==> src/include/dprx_macros.svh <==
`ifndef DPRX_MACROS_SVH
`define DPRX_MACROS_SVH

// Symbols per lane per clock
`define DPRX_SPL 2

// K flag plus 8 data bits
`define DPRX_SYM_W 9

// History depth of the control symbol detectors, in cycles
`define DPRX_HIST 2

`endif

==> src/verilog/dprx_pkg.sv <==
`include "dprx_macros.svh"

package dprx_pkg;

    // Control symbols, K bit in the MSB
    typedef enum logic [`DPRX_SYM_W-1:0]
    {
        SYM_BS = 9'h1BC,
        SYM_SR = 9'h11C,
        SYM_BE = 9'h1FB,
        SYM_BF = 9'h17C,
        SYM_FS = 9'h1FE,
        SYM_FE = 9'h1F7,
        SYM_SS = 9'h15C,
        SYM_SE = 9'h1FD
    } dprx_sym_e;

    // One bit per sublane
    // Bit 0 holds the earlier symbol of the cycle
    typedef logic [`DPRX_SPL-1:0] sl_flags_t;

endpackage

==> src/verilog/dprx_sym_detect.sv <==
`timescale 1ns/1ps
`include "dprx_macros.svh"

module dprx_sym_detect
    import dprx_pkg::*;
(
    input  logic                                 CLK_IN,
    input  logic                                 RST_IN,
    input  logic                                 lnk_lock,
    input  logic                                 ctl_efm,
    input  sl_flags_t                            lnk_k,
    input  logic [`DPRX_SPL-1:0][`DPRX_SYM_W-2:0] lnk_dat,
    output logic                                 lock,
    output logic                                 efm,
    output sl_flags_t                            be,
    output sl_flags_t                            be_fe,
    output sl_flags_t                            bs,
    output sl_flags_t                            bf,
    output sl_flags_t                            fs,
    output sl_flags_t                            ss,
    output sl_flags_t                            se,
    output sl_flags_t                            be_fe_d1,
    output sl_flags_t                            bs_fs_d1,
    output sl_flags_t                            bs_d1,
    output sl_flags_t                            bs_d2,
    output sl_flags_t                            bf_d1,
    output sl_flags_t                            bf_d2,
    output sl_flags_t                            ss_d1,
    output sl_flags_t                            ss_d2,
    output sl_flags_t                            se_d1
);

    logic [`DPRX_SYM_W-1:0] sym [`DPRX_SPL];
    sl_flags_t              bs_hist [`DPRX_HIST];
    sl_flags_t              bf_hist [`DPRX_HIST];
    sl_flags_t              ss_hist [`DPRX_HIST];

    // Lock and framing mode into the clock domain of the parser
    always_ff @(posedge CLK_IN or posedge RST_IN)
    begin
        if (RST_IN)
        begin
            lock <= 1'b0;
            efm  <= 1'b0;
        end
        else
        begin
            lock <= lnk_lock;
            efm  <= ctl_efm;
        end
    end

    // Symbol decode per sublane
    always_comb
    begin
        for (int i = 0; i < `DPRX_SPL; i++)
        begin
            sym[i]   = {lnk_k[i], lnk_dat[i]};
            be[i]    = (sym[i] == SYM_BE);
            be_fe[i] = (sym[i] == SYM_BE) || (sym[i] == SYM_FE);
            // SR counts as a blanking start as well
            bs[i]    = (sym[i] == SYM_BS) || (sym[i] == SYM_SR);
            bf[i]    = (sym[i] == SYM_BF);
            fs[i]    = (sym[i] == SYM_FS);
            ss[i]    = (sym[i] == SYM_SS);
            se[i]    = (sym[i] == SYM_SE);
        end
    end

    // Detector history
    always_ff @(posedge CLK_IN or posedge RST_IN)
    begin
        if (RST_IN)
        begin
            be_fe_d1 <= '0;
            bs_fs_d1 <= '0;
            se_d1    <= '0;
            for (int i = 0; i < `DPRX_HIST; i++)
            begin
                bs_hist[i] <= '0;
                bf_hist[i] <= '0;
                ss_hist[i] <= '0;
            end
        end
        else
        begin
            be_fe_d1   <= be_fe;
            bs_fs_d1   <= bs | fs;
            se_d1      <= se;
            bs_hist[0] <= bs;
            bf_hist[0] <= bf;
            ss_hist[0] <= ss;
            for (int i = 1; i < `DPRX_HIST; i++)
            begin
                bs_hist[i] <= bs_hist[i-1];
                bf_hist[i] <= bf_hist[i-1];
                ss_hist[i] <= ss_hist[i-1];
            end
        end
    end

    assign bs_d1 = bs_hist[0];
    assign bs_d2 = bs_hist[1];
    assign bf_d1 = bf_hist[0];
    assign bf_d2 = bf_hist[1];
    assign ss_d1 = ss_hist[0];
    assign ss_d2 = ss_hist[1];

    // A packet never ends on the symbol right after SS
    a_ss_se_excl: assert property (@(posedge CLK_IN) disable iff (RST_IN)
        lock |-> ((se & {ss[0], ss_d1[1]}) == '0));

endmodule

==> src/verilog/dprx_vid_track.sv <==
`timescale 1ns/1ps

module dprx_vid_track
    import dprx_pkg::*;
(
    input  logic      CLK_IN,
    input  logic      RST_IN,
    input  logic      lock,
    input  sl_flags_t be_fe,
    input  sl_flags_t be_fe_d1,
    input  sl_flags_t bs,
    input  sl_flags_t fs,
    input  sl_flags_t bs_fs_d1,
    output sl_flags_t vid
);

    // Video active between BE/FE and the next BS, SR or FS
    always_ff @(posedge CLK_IN or posedge RST_IN)
    begin
        if (RST_IN)
            vid <= '0;
        else if (!lock)
            vid <= '0;
        else
        begin
            // Sublane 0, preceded by sublane 1 of the last cycle
            if (bs[0] || fs[0] || bs_fs_d1[1])
                vid[0] <= 1'b0;
            else if (be_fe_d1[0] || be_fe_d1[1])
                vid[0] <= 1'b1;

            // Sublane 1, preceded by sublane 0 of this cycle
            if (bs[0] || fs[0] || bs[1] || fs[1])
                vid[1] <= 1'b0;
            else if (be_fe[0] || be_fe_d1[1])
                vid[1] <= 1'b1;
        end
    end

    // BE and FE themselves are never video
    a_vid_unlock: assert property (@(posedge CLK_IN) disable iff (RST_IN)
        lock |=> ((vid & $past(be_fe)) == '0));

endmodule

==> src/verilog/dprx_sdp_track.sv <==
`timescale 1ns/1ps

module dprx_sdp_track
    import dprx_pkg::*;
(
    input  logic      CLK_IN,
    input  logic      RST_IN,
    input  logic      lock,
    input  sl_flags_t ss,
    input  sl_flags_t ss_d1,
    input  sl_flags_t ss_d2,
    input  sl_flags_t se,
    input  sl_flags_t se_d1,
    output sl_flags_t msa,
    output sl_flags_t sec
);

    logic msa_start0;
    logic msa_start1;
    logic sec_start0;
    logic sec_start1;

    // SS SS in one cycle, or split over sublane 1 and the next sublane 0
    assign msa_start0 = (ss == 2'b00) &&
                        (((ss_d1 == 2'b11) && (ss_d2 == 2'b00)) ||
                         ((ss_d1 == 2'b01) && (ss_d2 == 2'b10)));
    assign msa_start1 = ((ss == 2'b00) && (ss_d1 == 2'b11) && (ss_d2 == 2'b00)) ||
                        ((ss == 2'b01) && (ss_d1 == 2'b10) && (ss_d2 == 2'b00));

    // Lone SS, not followed or preceded by another SS
    assign sec_start0 = (ss == 2'b00) && (ss_d2 == 2'b00) &&
                        ((ss_d1 == 2'b01) || (ss_d1 == 2'b10));
    assign sec_start1 = (ss_d2 == 2'b00) &&
                        (((ss == 2'b01) && (ss_d1 == 2'b00)) ||
                         ((ss == 2'b00) && (ss_d1 == 2'b10)));

    // MSA packet
    always_ff @(posedge CLK_IN or posedge RST_IN)
    begin
        if (RST_IN)
            msa <= '0;
        else if (!lock)
            msa <= '0;
        else
        begin
            if (se[0] || se_d1[1])
                msa[0] <= 1'b0;
            else if (msa_start0)
                msa[0] <= 1'b1;

            if (se[0] || se[1])
                msa[1] <= 1'b0;
            else if (msa_start1)
                msa[1] <= 1'b1;
        end
    end

    // Secondary data packet
    always_ff @(posedge CLK_IN or posedge RST_IN)
    begin
        if (RST_IN)
            sec <= '0;
        else if (!lock)
            sec <= '0;
        else
        begin
            if (se[0] || se_d1[1])
                sec[0] <= 1'b0;
            else if (sec_start0)
                sec[0] <= 1'b1;

            if (se[0] || se[1])
                sec[1] <= 1'b0;
            else if (sec_start1)
                sec[1] <= 1'b1;
        end
    end

    // A symbol belongs to one packet kind at most
    a_msa_sec_excl: assert property (@(posedge CLK_IN) disable iff (RST_IN)
        (msa & sec) == '0);

endmodule

==> src/verilog/dprx_blank_decode.sv <==
`timescale 1ns/1ps

module dprx_blank_decode
    import dprx_pkg::*;
(
    input  logic      CLK_IN,
    input  logic      RST_IN,
    input  logic      lock,
    input  logic      efm,
    input  sl_flags_t bs,
    input  sl_flags_t bs_d1,
    input  sl_flags_t bs_d2,
    input  sl_flags_t bf,
    input  sl_flags_t bf_d1,
    input  sl_flags_t bf_d2,
    output sl_flags_t vbid,
    output sl_flags_t eol
);

    logic vbid_nxt0;
    logic vbid_nxt1;

    // VB-ID follows the blanking start
    always_comb
    begin
        if (efm)
        begin
            // BS BF over the cycle before last, BF BS over the last cycle
            vbid_nxt0 = (bs_d2 == 2'b01) && (bf_d2 == 2'b10) &&
                        (bs_d1 == 2'b10) && (bf_d1 == 2'b01);
            // BS in sublane 1, BF BF, BS in sublane 0 of this cycle
            vbid_nxt1 = (bs_d2 == 2'b10) && (bf_d1 == 2'b11) && (bs == 2'b01);
        end
        else
        begin
            vbid_nxt0 = (bs_d1 == 2'b10);
            vbid_nxt1 = (bs == 2'b01);
        end
    end

    always_ff @(posedge CLK_IN or posedge RST_IN)
    begin
        if (RST_IN)
            vbid <= '0;
        else if (!lock)
            vbid <= '0;
        else
            vbid <= {vbid_nxt1, vbid_nxt0};
    end

    // End of line on the last symbol before the blanking start
    // These refer to the symbols of the previous cycle
    always_comb
    begin
        eol = '0;
        if (lock)
        begin
            if (efm)
            begin
                eol[0] = (bs_d1 == 2'b10) && (bf == 2'b11);
                eol[1] = (bs == 2'b01) && (bf == 2'b10);
            end
            else
            begin
                eol[0] = (bs_d1 == 2'b10);
                eol[1] = (bs == 2'b01);
            end
        end
    end

endmodule

==> src/verilog/dprx_parser.sv <==
`timescale 1ns/1ps
`include "dprx_macros.svh"

module dprx_parser
    import dprx_pkg::*;
(
    input  logic                                 CLK_IN,
    input  logic                                 RST_IN,
    input  logic                                 ctl_efm,
    input  logic                                 lnk_lock,
    input  sl_flags_t                            lnk_k,
    input  logic [`DPRX_SPL-1:0][`DPRX_SYM_W-2:0] lnk_dat,
    output sl_flags_t                            src_k,
    output logic [`DPRX_SPL-1:0][`DPRX_SYM_W-2:0] src_dat,
    output logic                                 src_lock,
    output sl_flags_t                            src_sol,
    output sl_flags_t                            src_eol,
    output sl_flags_t                            src_vid,
    output sl_flags_t                            src_sec,
    output sl_flags_t                            src_msa,
    output sl_flags_t                            src_vbid
);

    logic      lock;
    logic      efm;
    sl_flags_t be;
    sl_flags_t be_fe;
    sl_flags_t bs;
    sl_flags_t bf;
    sl_flags_t fs;
    sl_flags_t ss;
    sl_flags_t se;
    sl_flags_t be_fe_d1;
    sl_flags_t bs_fs_d1;
    sl_flags_t bs_d1;
    sl_flags_t bs_d2;
    sl_flags_t bf_d1;
    sl_flags_t bf_d2;
    sl_flags_t ss_d1;
    sl_flags_t ss_d2;
    sl_flags_t se_d1;

    dprx_sym_detect sym_detect0 (
        .CLK_IN   (CLK_IN),
        .RST_IN   (RST_IN),
        .lnk_lock (lnk_lock),
        .ctl_efm  (ctl_efm),
        .lnk_k    (lnk_k),
        .lnk_dat  (lnk_dat),
        .lock     (lock),
        .efm      (efm),
        .be       (be),
        .be_fe    (be_fe),
        .bs       (bs),
        .bf       (bf),
        .fs       (fs),
        .ss       (ss),
        .se       (se),
        .be_fe_d1 (be_fe_d1),
        .bs_fs_d1 (bs_fs_d1),
        .bs_d1    (bs_d1),
        .bs_d2    (bs_d2),
        .bf_d1    (bf_d1),
        .bf_d2    (bf_d2),
        .ss_d1    (ss_d1),
        .ss_d2    (ss_d2),
        .se_d1    (se_d1)
    );

    dprx_vid_track vid_track0 (
        .CLK_IN   (CLK_IN),
        .RST_IN   (RST_IN),
        .lock     (lock),
        .be_fe    (be_fe),
        .be_fe_d1 (be_fe_d1),
        .bs       (bs),
        .fs       (fs),
        .bs_fs_d1 (bs_fs_d1),
        .vid      (src_vid)
    );

    dprx_sdp_track sdp_track0 (
        .CLK_IN (CLK_IN),
        .RST_IN (RST_IN),
        .lock   (lock),
        .ss     (ss),
        .ss_d1  (ss_d1),
        .ss_d2  (ss_d2),
        .se     (se),
        .se_d1  (se_d1),
        .msa    (src_msa),
        .sec    (src_sec)
    );

    dprx_blank_decode blank_decode0 (
        .CLK_IN (CLK_IN),
        .RST_IN (RST_IN),
        .lock   (lock),
        .efm    (efm),
        .bs     (bs),
        .bs_d1  (bs_d1),
        .bs_d2  (bs_d2),
        .bf     (bf),
        .bf_d1  (bf_d1),
        .bf_d2  (bf_d2),
        .vbid   (src_vbid),
        .eol    (src_eol)
    );

    // Symbols pass straight through
    assign src_k    = lnk_k;
    assign src_dat  = lnk_dat;
    assign src_lock = lock;

    // Start of line sits on the BE symbol itself
    assign src_sol  = be;

endmodule

==> config.mk <==
export PLATFORM = sky130hd
export DESIGN_NAME = dprx_parser
export DESIGN_NICKNAME = d
export VERILOG_FILES = /design/src/verilog/dprx_pkg.sv /design/src/verilog/dprx_sym_detect.sv /design/src/verilog/dprx_vid_track.sv /design/src/verilog/dprx_sdp_track.sv /design/src/verilog/dprx_blank_decode.sv /design/src/verilog/dprx_parser.sv
export VERILOG_INCLUDE_DIRS = /design/src /design/src/include
export SDC_FILE = /design/constraint.sdc
export NUM_CORES = 1
export LEC_CHECK = 0
export BUFFER_PORTS_ARGS = -buffer_cell sky130_fd_sc_hd__buf_2
export CORE_AREA = 2 2 57 59
export CTS_CLUSTER_DIAMETER = 120
export DETAILED_ROUTE_END_ITERATION = 10
export DIE_AREA = 0 0 59 61
export PLACE_DENSITY = 0.79
export SETUP_SLACK_MARGIN = 0.05
export SLEW_MARGIN = 20
export SYNTH_ARGS = -nofsm -noshare
export SYNTH_HDL_FRONTEND = slang
export SYNTH_HIERARCHICAL = 1
export SYNTH_SLANG_ARGS = --single-unit
==> constraint.sdc <==
create_clock -name CLK_IN -period 2.1 [get_ports CLK_IN]
set_input_delay 0.42 -clock CLK_IN [delete_from_list [all_inputs] [get_ports CLK_IN]]
set_output_delay 0.42 -clock CLK_IN [all_outputs]
set_load 0.01 [all_outputs]
==> results.json, run 1 <==
{
  "post-route-min-period_ns": 2.06,
  "drive_above_1_share": 0.508,
  "clock-sinks": 26,
  "vias": 1097,
  "drv_slew": 0,
  "path_buf_inv": 2,
  "hold_class": "in -> reg",
  "endpoint_kind": "output port",
  "cts_tree": "yes",
  "drt_iter0_drc": 37,
  "instances_no_fill": 214,
  "min_period_over_period": 0.980,
  "crit_end": "src_eol[0]",
  "grt_use_total": 0.177,
  "max_freq_mhz": 486,
  "n_antenna_cell": 0,
  "grt_pass1_vias": 1054,
  "p_comb_frac": 0.161,
  "syn_area_sq_um": 1330,
  "htreeDepth": 1,
  "nets": 208,
  "worstPathRequired_ns": 1.68,
  "syn2layout_area_growth_pct": 34.6,
  "critPathMaxFanout": 3,
  "drtPass1Iterations": 4,
  "maxCapViolCount": 0,
  "seq_area_sq_um": 651,
  "intPower_w": 0.000682,
  "grt_pass1_wl_um": 4780,
  "rsz0062_at_grt": "true",
  "skew_ns": 0.00112,
  "syn_nets": 148,
  "worstSetupPathType": "in -> out",
  "power_density_nw_per_um2": 498,
  "cts_inserted_buffers": 3,
  "min-delay-start": "lnk_lock",
  "fin_util": 0.606,
  "grt_max_degree": 19,
  "path_cells": "buf_8, nand2_4, or3_4, nor4b_4, nand2_1, a21oi_1, buf_2",
  "worst_pin_slew_ns": 0.671,
  "viasPerCell": 5.13,
  "drt-total-wl_um": 3160,
  "yosysWarnings": 6,
  "numPortBuffers": 52,
  "slowest_stage": "or3_4",
  "multiInputGateArea_sq_um": 554,
  "p_clk_frac": 0.270,
  "ff2ff_setup_slack_ns": 0.76,
  "crit_family": "simple AND/OR/NAND/NOR gates",
  "start_util": 0.450,
  "clock_latency_ns": 0.30,
  "clock_path_buffers": 2,
  "drc_errors": 0,
  "wl_per_cell_um": 14.7,
  "hpwl_um": 2280,
  "worstRegToRegCells": 5,
  "synth_cells": 122,
  "p_seq_frac": 0.569,
  "routabilityCongestion": 0.825,
  "die_width_um": 59,
  "die_h_um": 61,
  "reg2reg_to": "sdp_track0/msa[0]",
  "antenna_found_initial": 0,
  "p_leak_nw": 0.918,
  "status": "finished, final reports clean",
  "io_pins": 53,
  "gr-total-overflow": 0,
  "avgSynthCellArea_sq_um": 10.9,
  "hold_viol_final": 0,
  "cp.arrival_ns": 1.64,
  "core_area_sq_um": 2950,
  "clk_pin_slew_worst_paths_ns": 0.13,
  "path_depth": 7,
  "worstReg2RegStart": "sym_detect0/ss_d1[1]",
  "crit_path_start": "lnk_dat[2]",
  "ant_nets": 0,
  "startpoint_type": "input port",
  "dp.cells": 205,
  "cts_root_buffer": "clkbuf_4",
  "p_switching_w": 0.000211,
  "switching_share": 0.236,
  "placementRows": 20,
  "ir_worst_vdd_mv": 0.236,
  "die_area_sq_um": 3600,
  "slew-limit-headroom": 0.552,
  "setup_viol": 0,
  "cpPeakStageDelay_ns": 0.39,
  "fill_cells": 249
}
-- flip-flops by register name, indices dropped and copies added, names as in the netlist --
| signal | flops |
|---|---|
| sym_detect0/efm | 1 |
| sym_detect0/be_fe_d1 | 2 |
| sdp_track0/msa | 2 |
| blank_decode0/vbid | 2 |
| vid_track0/vid | 2 |
| sym_detect0/bs_d1 | 2 |
| sym_detect0/se_d1 | 1 |
| sym_detect0/ss_d1 | 2 |
| sym_detect0/bf_d2 | 2 |
| sym_detect0/bs_fs_d1 | 1 |
| sym_detect0/bs_d2 | 2 |
| sym_detect0/ss_d2 | 2 |
| sdp_track0/sec | 2 |
| sym_detect0/lock | 1 |
| sym_detect0/bf_d1 | 2 |
-- layer usage --
metal  vias to the layer above  part of all wire  GRT usage
li1                        530                 -          -
met1                       516              0.37      0.210
met2                        43              0.57      0.337
met3                         8             0.038     0.0128
met4                         0             0.022     0.0584
met5                         -                 0          0
-- through the flow --
step                      setup slack [ns]  TNS, ns  area [sq um]  power [W]  hold WS, ns
after floorplan                     0.0582        0          1330   0.000583        0.161
after global placement             -0.0159  -0.0259          1620   0.000629        0.310
after detailed placement           -0.0695   -0.130          1620   0.000635        0.316
after CTS                           0.0499        0          1720   0.000881        0.213
after global routing               -0.0122  -0.0122          1790   0.000930        0.194
final                               0.0424        0          1790   0.000892        0.216
-- final cells by class --
cell class	count	area share
inverter	8	0.0168
multi-input combinational	70	0.310
clock buffer	4	0.0203
tap	33	0.0231
sequential	26	0.363
timing repair buffer	73	0.267
-- cell usage in the layout, fill, tap and decap left out, types with 2 or more instances in the layout --
master,n
mux2_2,2
clkbuf_4,3
nand3b_1,3
inv_1,8
buf_2,44
dfrtp_1,26
buf_4,20
xor2_1,2
nor4b_4,2
nand2b_1,3
nand2_1,4
or3b_1,2
nor4b_2,2
buf_8,2
ha_1,4
nor3_1,5
nand4_1,3
nand2_2,2
xnor2_1,2
nor2_1,6
buf_6,6
nor4_1,4
or3_4,3
a21oi_1,8
-- worst min-delay path by stage --
stage / endpoint / slack (ns) / cells after the start
floorplan: blank_decode0/vbid[0] / 0.16 / 1
global placement: blank_decode0/vbid[1] / 0.31 / 2
detailed placement: blank_decode0/vbid[1] / 0.32 / 2
CTS: sym_detect0/lock / 0.21 / 1
global route: sym_detect0/efm / 0.19 / 1
finish: sym_detect0/lock / 0.22 / 1
-- what timing repair did --
item / in CTS / in global routing
setup buffers: 1 / 3
endpoints found under the setup margin: 2 / 2
pin swaps: 6 / 6
hold buffers: 1 / 0
resized for setup: 9 / 9
endpoints found under the hold margin: 4 / 0
-- power by group through the flow --
stage	Clock, W	Combinational (W)	Sequential (W)
finish	0.000241	0.000144	0.000507
global route	0.000264	0.000157	0.000508
CTS	0.000243	0.000130	0.000507
detailed placement	0	0.000118	0.000517
global placement	0	0.000112	0.000517
floorplan	0	0.0000665	0.000517
-- worst reg2reg max path, stage by stage, from the launching register on --
cell and delay, ns:
dfrtp_1 0.41, inv_1 0.08, ha_1 0.18, mux2_1 0.29, a21oi_1 0.20, nor4b_2 0.08
Power figures use the tool's default switching activity.
==> run 2, diff against run 1 <==
--- a/config.mk
+++ b/config.mk
@@ -7,10 +7,10 @@
 export NUM_CORES = 1
 export LEC_CHECK = 0
 export BUFFER_PORTS_ARGS = -buffer_cell sky130_fd_sc_hd__buf_2
-export CORE_AREA = 2 2 57 59
+export CORE_AREA = 3 3 58 60
 export CTS_CLUSTER_DIAMETER = 120
 export DETAILED_ROUTE_END_ITERATION = 10
-export DIE_AREA = 0 0 59 61
+export DIE_AREA = 0 0 61 63
 export PLACE_DENSITY = 0.79
 export SETUP_SLACK_MARGIN = 0.05
 export SLEW_MARGIN = 20
==> constraint.sdc (replaced) <==
create_clock -name CLK_IN -period 2.1 [get_ports CLK_IN]
set_input_delay 0.42 -clock CLK_IN [delete_from_list [all_inputs] [get_ports CLK_IN]]
set_output_delay 0.42 -clock CLK_IN [all_outputs]
set_load 0.05 [all_outputs]
==> run 2 against run 1 <==
  * The flow now finishes with violations (negative setup slack)
  * Register-to-register slack improved by 0.02 ns
  * Flip-flop and latch count stayed put
  * Sequential share of layout area fell by 0.89 points
  * Worst setup slack got worse by 0.045 ns
  * Global-route usage is 1.1 points lower
  * Sequential power about the same
  * Worst hold slack worse by 0.015 ns
  * Core utilization up 1.0 points
  * Clock-buffer cell count unchanged
  * First-iteration DRC count shrank 62%
  * Critical path type unchanged
  * Maximum frequency fell by 2.1%
  * Clock skew up 0.00055 ns
  * Highest routed layer unchanged
==> results.json, run 2 (synthesized netlist as in run 1, its figures left out) <==
{
  "status": "finished, violations left",
  "violations": "negative setup slack",
  "n_antenna_cell": 0,
  "grt_max_degree": 19,
  "fin_ws_ns": -0.00272,
  "hold_class": "in -> reg",
  "clk_pin_slew_worst_paths_ns": 0.13,
  "ir_worst_vdd_mv": 0.312,
  "worst_pin_slew_ns": 0.649,
  "drtPass1Iterations": 4,
  "gr-total-overflow": 0,
  "htreeDepth": 1,
  "worstRegToRegCells": 5,
  "numPortBuffers": 52,
  "routabilityCongestion": 0.824,
  "final_common_cell": "buf_2",
  "m1WireLength_um": 1020,
  "grt_pass1_vias": 1152,
  "met3_length_um": 228,
  "worstSetupPathType": "in -> out",
  "grt_pass1_wl_um": 4860,
  "slew-limit-headroom": 0.567,
  "viasPerCell": 5.12,
  "placementRows": 20,
  "min_period_over_period": 1.00,
  "core_area_sq_um": 2980,
  "holdPathStages": 1,
  "stdcell_area_sq_um": 1840,
  "top_signal_layer_used": "met4",
  "drive_above_1_share": 0.538,
  "cp.arrival_ns": 1.68,
  "die_area_sq_um": 3840,
  "max_freq_mhz": 476,
  "placed_area_sq_um": 1690,
  "cts_root_buffer": "clkbuf_4",
  "drt_iter0_drc": 14,
  "vias": 1101,
  "holdPathEnd": "sym_detect0/efm",
  "grt_use_total": 0.165,
  "setup_viol": 2,
  "p_leak_nw": 0.923,
  "antenna_found_initial": 0,
  "wl_per_cell_um": 13.3,
  "power_density_nw_per_um2": 519,
  "total_power_w": 0.000953,
  "drc_errors": 0,
  "syn2layout_area_growth_pct": 38.0,
  "ff2ff_setup_slack_ns": 0.78,
  "drv_slew": 0,
  "rsz0062_at_grt": "true",
  "start_util": 0.447,
  "cts_inserted_buffers": 3,
  "worstPathRequired_ns": 1.68,
  "hpwl_um": 2320,
  "ant_nets": 0,
  "layout_common_cells": "41 x buf_2, 26 x dfrtp_1, 21 x buf_4",
  "endpoint_kind": "output port",
  "drt-total-wl_um": 2870,
  "io_pins": 53,
  "die_width_um": 61,
  "reg2reg_to": "sdp_track0/msa[0]",
  "post-route-min-period_ns": 2.10,
  "clock-sinks": 26,
  "dr_wl_met2_um": 1500,
  "cts_setup_buffers": 0,
  "maxCapViolCount": 0,
  "clock_latency_ns": 0.31,
  "skew_ns": 0.00167,
  "die_h_um": 63,
  "clock_path_buffers": 2,
  "setup_tns_ns": -0.00543,
  "nets": 209,
  "hold_viol_final": 0,
  "critPathMaxFanout": 3,
  "startpoint_type": "input port",
  "min-delay-start": "ctl_efm",
  "cts_tree": "yes",
  "worstReg2RegStart": "sym_detect0/ss_d1[1]"
}
-- run 2: cell types whose count changed in the layout (fill, tap and decap cells not counted), sizes merged --
cell,delta
buf,+1
-- run 2: per-stage QoR --
stage	utilization	cells	hold WS, ns	setup WS [ns]
6_report	0.616	215	0.201	-0.00272
5_1_grt	0.616	215	0.187	-0.0369
4_1_cts	0.605	215	0.196	-0.0476
3_5_place_dp	0.567	210	0.324	-0.178
3_3_place_gp	0.567	210	0.315	-0.148
2_1_floorplan	-	122	0.161	-0.0385
-- run 2: power by group --
part           internal, W  switching, W
Sequential        0.000504    0.00000429
Combinational    0.0000733      0.000128
Clock             0.000106      0.000137
Total             0.000683      0.000270
-- run 2: worst max-delay path: stages --
cell and delay (ns):
buf_8 0.07, nand2_2 0.04, or3_4 0.38, nor4b_4 0.33, nand2b_1 0.12, a21oi_2 0.14
buf_6 0.17
-- run 2: what timing repair did --
action                                 4_1_cts  5_1_grt
setup endpoints to repair                    2        2
pin swaps                                    8        5
endpoints found under the hold margin        4        0
hold buffers                                 1        0
gates resized for setup                     15        7
-- run 2: final cells by class --
| cell class | instances | area, sq um |
|---|---|---|
| Fill cell | 213 | 1140 |
| Multi-Input combinational cell | 70 | 569 |
| Timing Repair Buffer | 74 | 508 |
| Tap cell | 33 | 41.3 |
| Clock buffer | 4 | 36.3 |
| Inverter | 8 | 30.0 |
| Sequential cell | 26 | 651 |
-- run 2: how the worst max path moves through the flow --
stage | start | end | slack [ns]
finish | lnk_dat[10] | src_eol[1] | -0.003
global route | lnk_dat[4] | src_eol[0] | -0.04
CTS | lnk_dat[8] | src_eol[0] | -0.05
detailed placement | lnk_k[0] | src_eol[0] | -0.18
global placement | lnk_dat[0] | src_eol[0] | -0.15
floorplan | lnk_k[1] | src_eol[1] | -0.04
-- run 2: metal layers --
metal / vias up / track usage
li1: 526 / -
met3: 9 / 0.0289
met4: 0 / 0.0894
met5: - / 0
met2: 53 / 0.301
met1: 513 / 0.169
==> run 3, diff against run 2 <==
==> constraint.sdc (replaced) <==
create_clock -name CLK_IN -period 2 [get_ports CLK_IN]
set_input_delay 0.4 -clock CLK_IN [delete_from_list [all_inputs] [get_ports CLK_IN]]
set_output_delay 0.4 -clock CLK_IN [all_outputs]
set_load 0.05 [all_outputs]
==> run 3 against run 2 <==
  * Die area unchanged
  * Clock-buffer cell count down 1
  * Sequential share of layout area down 1.3 points
  * Largest cell class unchanged
  * Final area up 3.7%
  * Sequential power up 5.1%
  * The flow still finishes with violations (negative setup slack)
  * Global-route usage up 1.1 points
  * Critical path depth down 1
  * Cell count up 2.8%
  * Non-clock buffer count up 6
  * Power up 16%
  * Wire length up 9.5%
  * Flip-flop and latch count unchanged
  * Critical path type unchanged
==> results.json, run 3 (synthesized netlist as in run 1, its figures left out) <==
{
  "status": "finished, violations left",
  "violations": "negative setup slack",
  "cp.arrival_ns": 1.68,
  "cpMostUsedCell": "buf_6",
  "ant_nets": 0,
  "rsz0062_at_grt": "true",
  "wl_per_cell_um": 14.2,
  "grt_pass1_vias": 1194,
  "drive_above_1_share": 0.548,
  "n_antenna_cell": 0,
  "slew-limit-headroom": 0.552,
  "vias": 1120,
  "io_pins": 53,
  "min-delay-start": "lnk_lock",
  "max_freq_mhz": 480,
  "ir_worst_vdd_mv": 0.265,
  "stdcell_area_sq_um": 1900,
  "crit_family": "simple AND/OR/NAND/NOR gates",
  "final_common_cell": "buf_2",
  "clock-sinks": 26,
  "hpwl_um": 2500,
  "maxCapViolCount": 0,
  "cts_inserted_buffers": 3,
  "crit_path_start": "lnk_dat[0]",
  "clk_pin_slew_worst_paths_ns": 0.14,
  "worstPathRequired_ns": 1.60,
  "drv_slew": 0,
  "die_area_sq_um": 3840,
  "worstSetupPathType": "in -> out",
  "p_switching_w": 0.000297,
  "total_power_w": 0.00111,
  "cts_tree": "yes",
  "min_period_over_period": 1.04,
  "antenna_found_initial": 0,
  "nets": 215,
  "syn2layout_area_growth_pct": 43.2,
  "switching_share": 0.268,
  "placementRows": 20,
  "critPathMaxFanout": 3,
  "placed_area_sq_um": 1710,
  "worstReg2RegStart": "sym_detect0/ss_d1[1]",
  "numPortBuffers": 52,
  "hold_viol_final": 0,
  "layout_common_cells": "41 x buf_2, 27 x buf_4, 26 x dfrtp_1",
  "startpoint_type": "input port",
  "whs_ns": 0.177,
  "drtPass1Iterations": 4,
  "setup_tns_ns": -0.132,
  "p_clk_frac": 0.322,
  "fin_ws_ns": -0.0835,
  "skew_ns": 0.00177,
  "drt_iter0_drc": 25,
  "cpPeakStageDelay_ns": 0.40,
  "intPower_w": 0.000812,
  "grt_use_total": 0.177,
  "cts_root_buffer": "clkbuf_4",
  "htreeDepth": 1,
  "drt-total-wl_um": 3140,
  "multiInputGateArea_sq_um": 581,
  "clock_path_buffers": 2,
  "routabilityCongestion": 0.855,
  "viasPerCell": 5.07,
  "post-route-min-period_ns": 2.08,
  "grt_max_degree": 19,
  "drc_errors": 0,
  "die_h_um": 63,
  "start_util": 0.447,
  "grt_pass1_wl_um": 5240,
  "endpoint_kind": "output port",
  "setup_viol": 2,
  "hold_class": "in -> reg",
  "seq_area_sq_um": 651,
  "path_cells": "buf_6, or3_4, nor4b_4, nand2_1, a21oi_4, buf_6",
  "fill_cells": 244,
  "clock_latency_ns": 0.31,
  "p_seq_frac": 0.481,
  "core_area_sq_um": 2980,
  "power_density_nw_per_um2": 582,
  "p_comb_frac": 0.197,
  "worst_pin_slew_ns": 0.671,
  "slowest_stage": "or3_4",
  "gr-total-overflow": 0,
  "path_buf_inv": 2,
  "die_width_um": 61,
  "p_leak_nw": 0.960
}
-- run 3: layout make-up --
cell class              count  area share
clock buffers               3      0.0118
clock inverters             1      0.0158
inverters                   8      0.0158
multi-input cells          70       0.305
flip-flops and latches     26       0.342
well taps                  33      0.0217
repair buffers             80       0.288
-- run 3: timing repair --
| action | 4_1_cts | 5_1_grt |
|---|---|---|
| setup endpoints to repair | 2 | 3 |
| pin swaps | 1 | 1 |
| setup buffers | 3 | 1 |
| resized for setup | 20 | 3 |
| hold endpoints to repair | 8 | 0 |
| hold buffers | 1 | 0 |
-- run 3: power by group through the flow --
stage	Sequential, W	Combinational [W]	Clock (W)
final	0.000534	0.000218	0.000358
after global routing	0.000535	0.000231	0.000392
after CTS	0.000534	0.000216	0.000360
after detailed placement	0.000544	0.000196	0
after global placement	0.000543	0.000191	0
after floorplan	0.000548	0.000132	0
-- run 3: worst paths after layout --
path	to	slack, ns	depth (start not counted)
setup / recovery	src_eol[0]	-0.08	6
hold / removal	sym_detect0/lock	0.18	1
setup reg to reg	sdp_track0/msa[0]	0.67	5
hold reg to reg	sym_detect0/bs_d2[0]	0.39	0
max in group asynchronous	sym_detect0/be_fe_d1[0]	0.83	3
min in group asynchronous	blank_decode0/vbid[0]	0.49	3
-- run 3: metrics by stage --
stage,setup slack [ns],std cells,util
floorplan,-0.0985,122,-
global placement,-0.228,212,0.574
detailed placement,-0.261,212,0.574
CTS,-0.0804,220,0.634
global route,-0.166,221,0.639
finish,-0.0835,221,0.639
-- run 3: per-layer routing --
layer,part of all wire,vias up,GRT usage
met2,0.57,35,0.326
met5,0,-,0
met4,0.023,0,0.0596
li1,-,538,-
met3,0.040,6,0.0248
met1,0.37,541,0.197
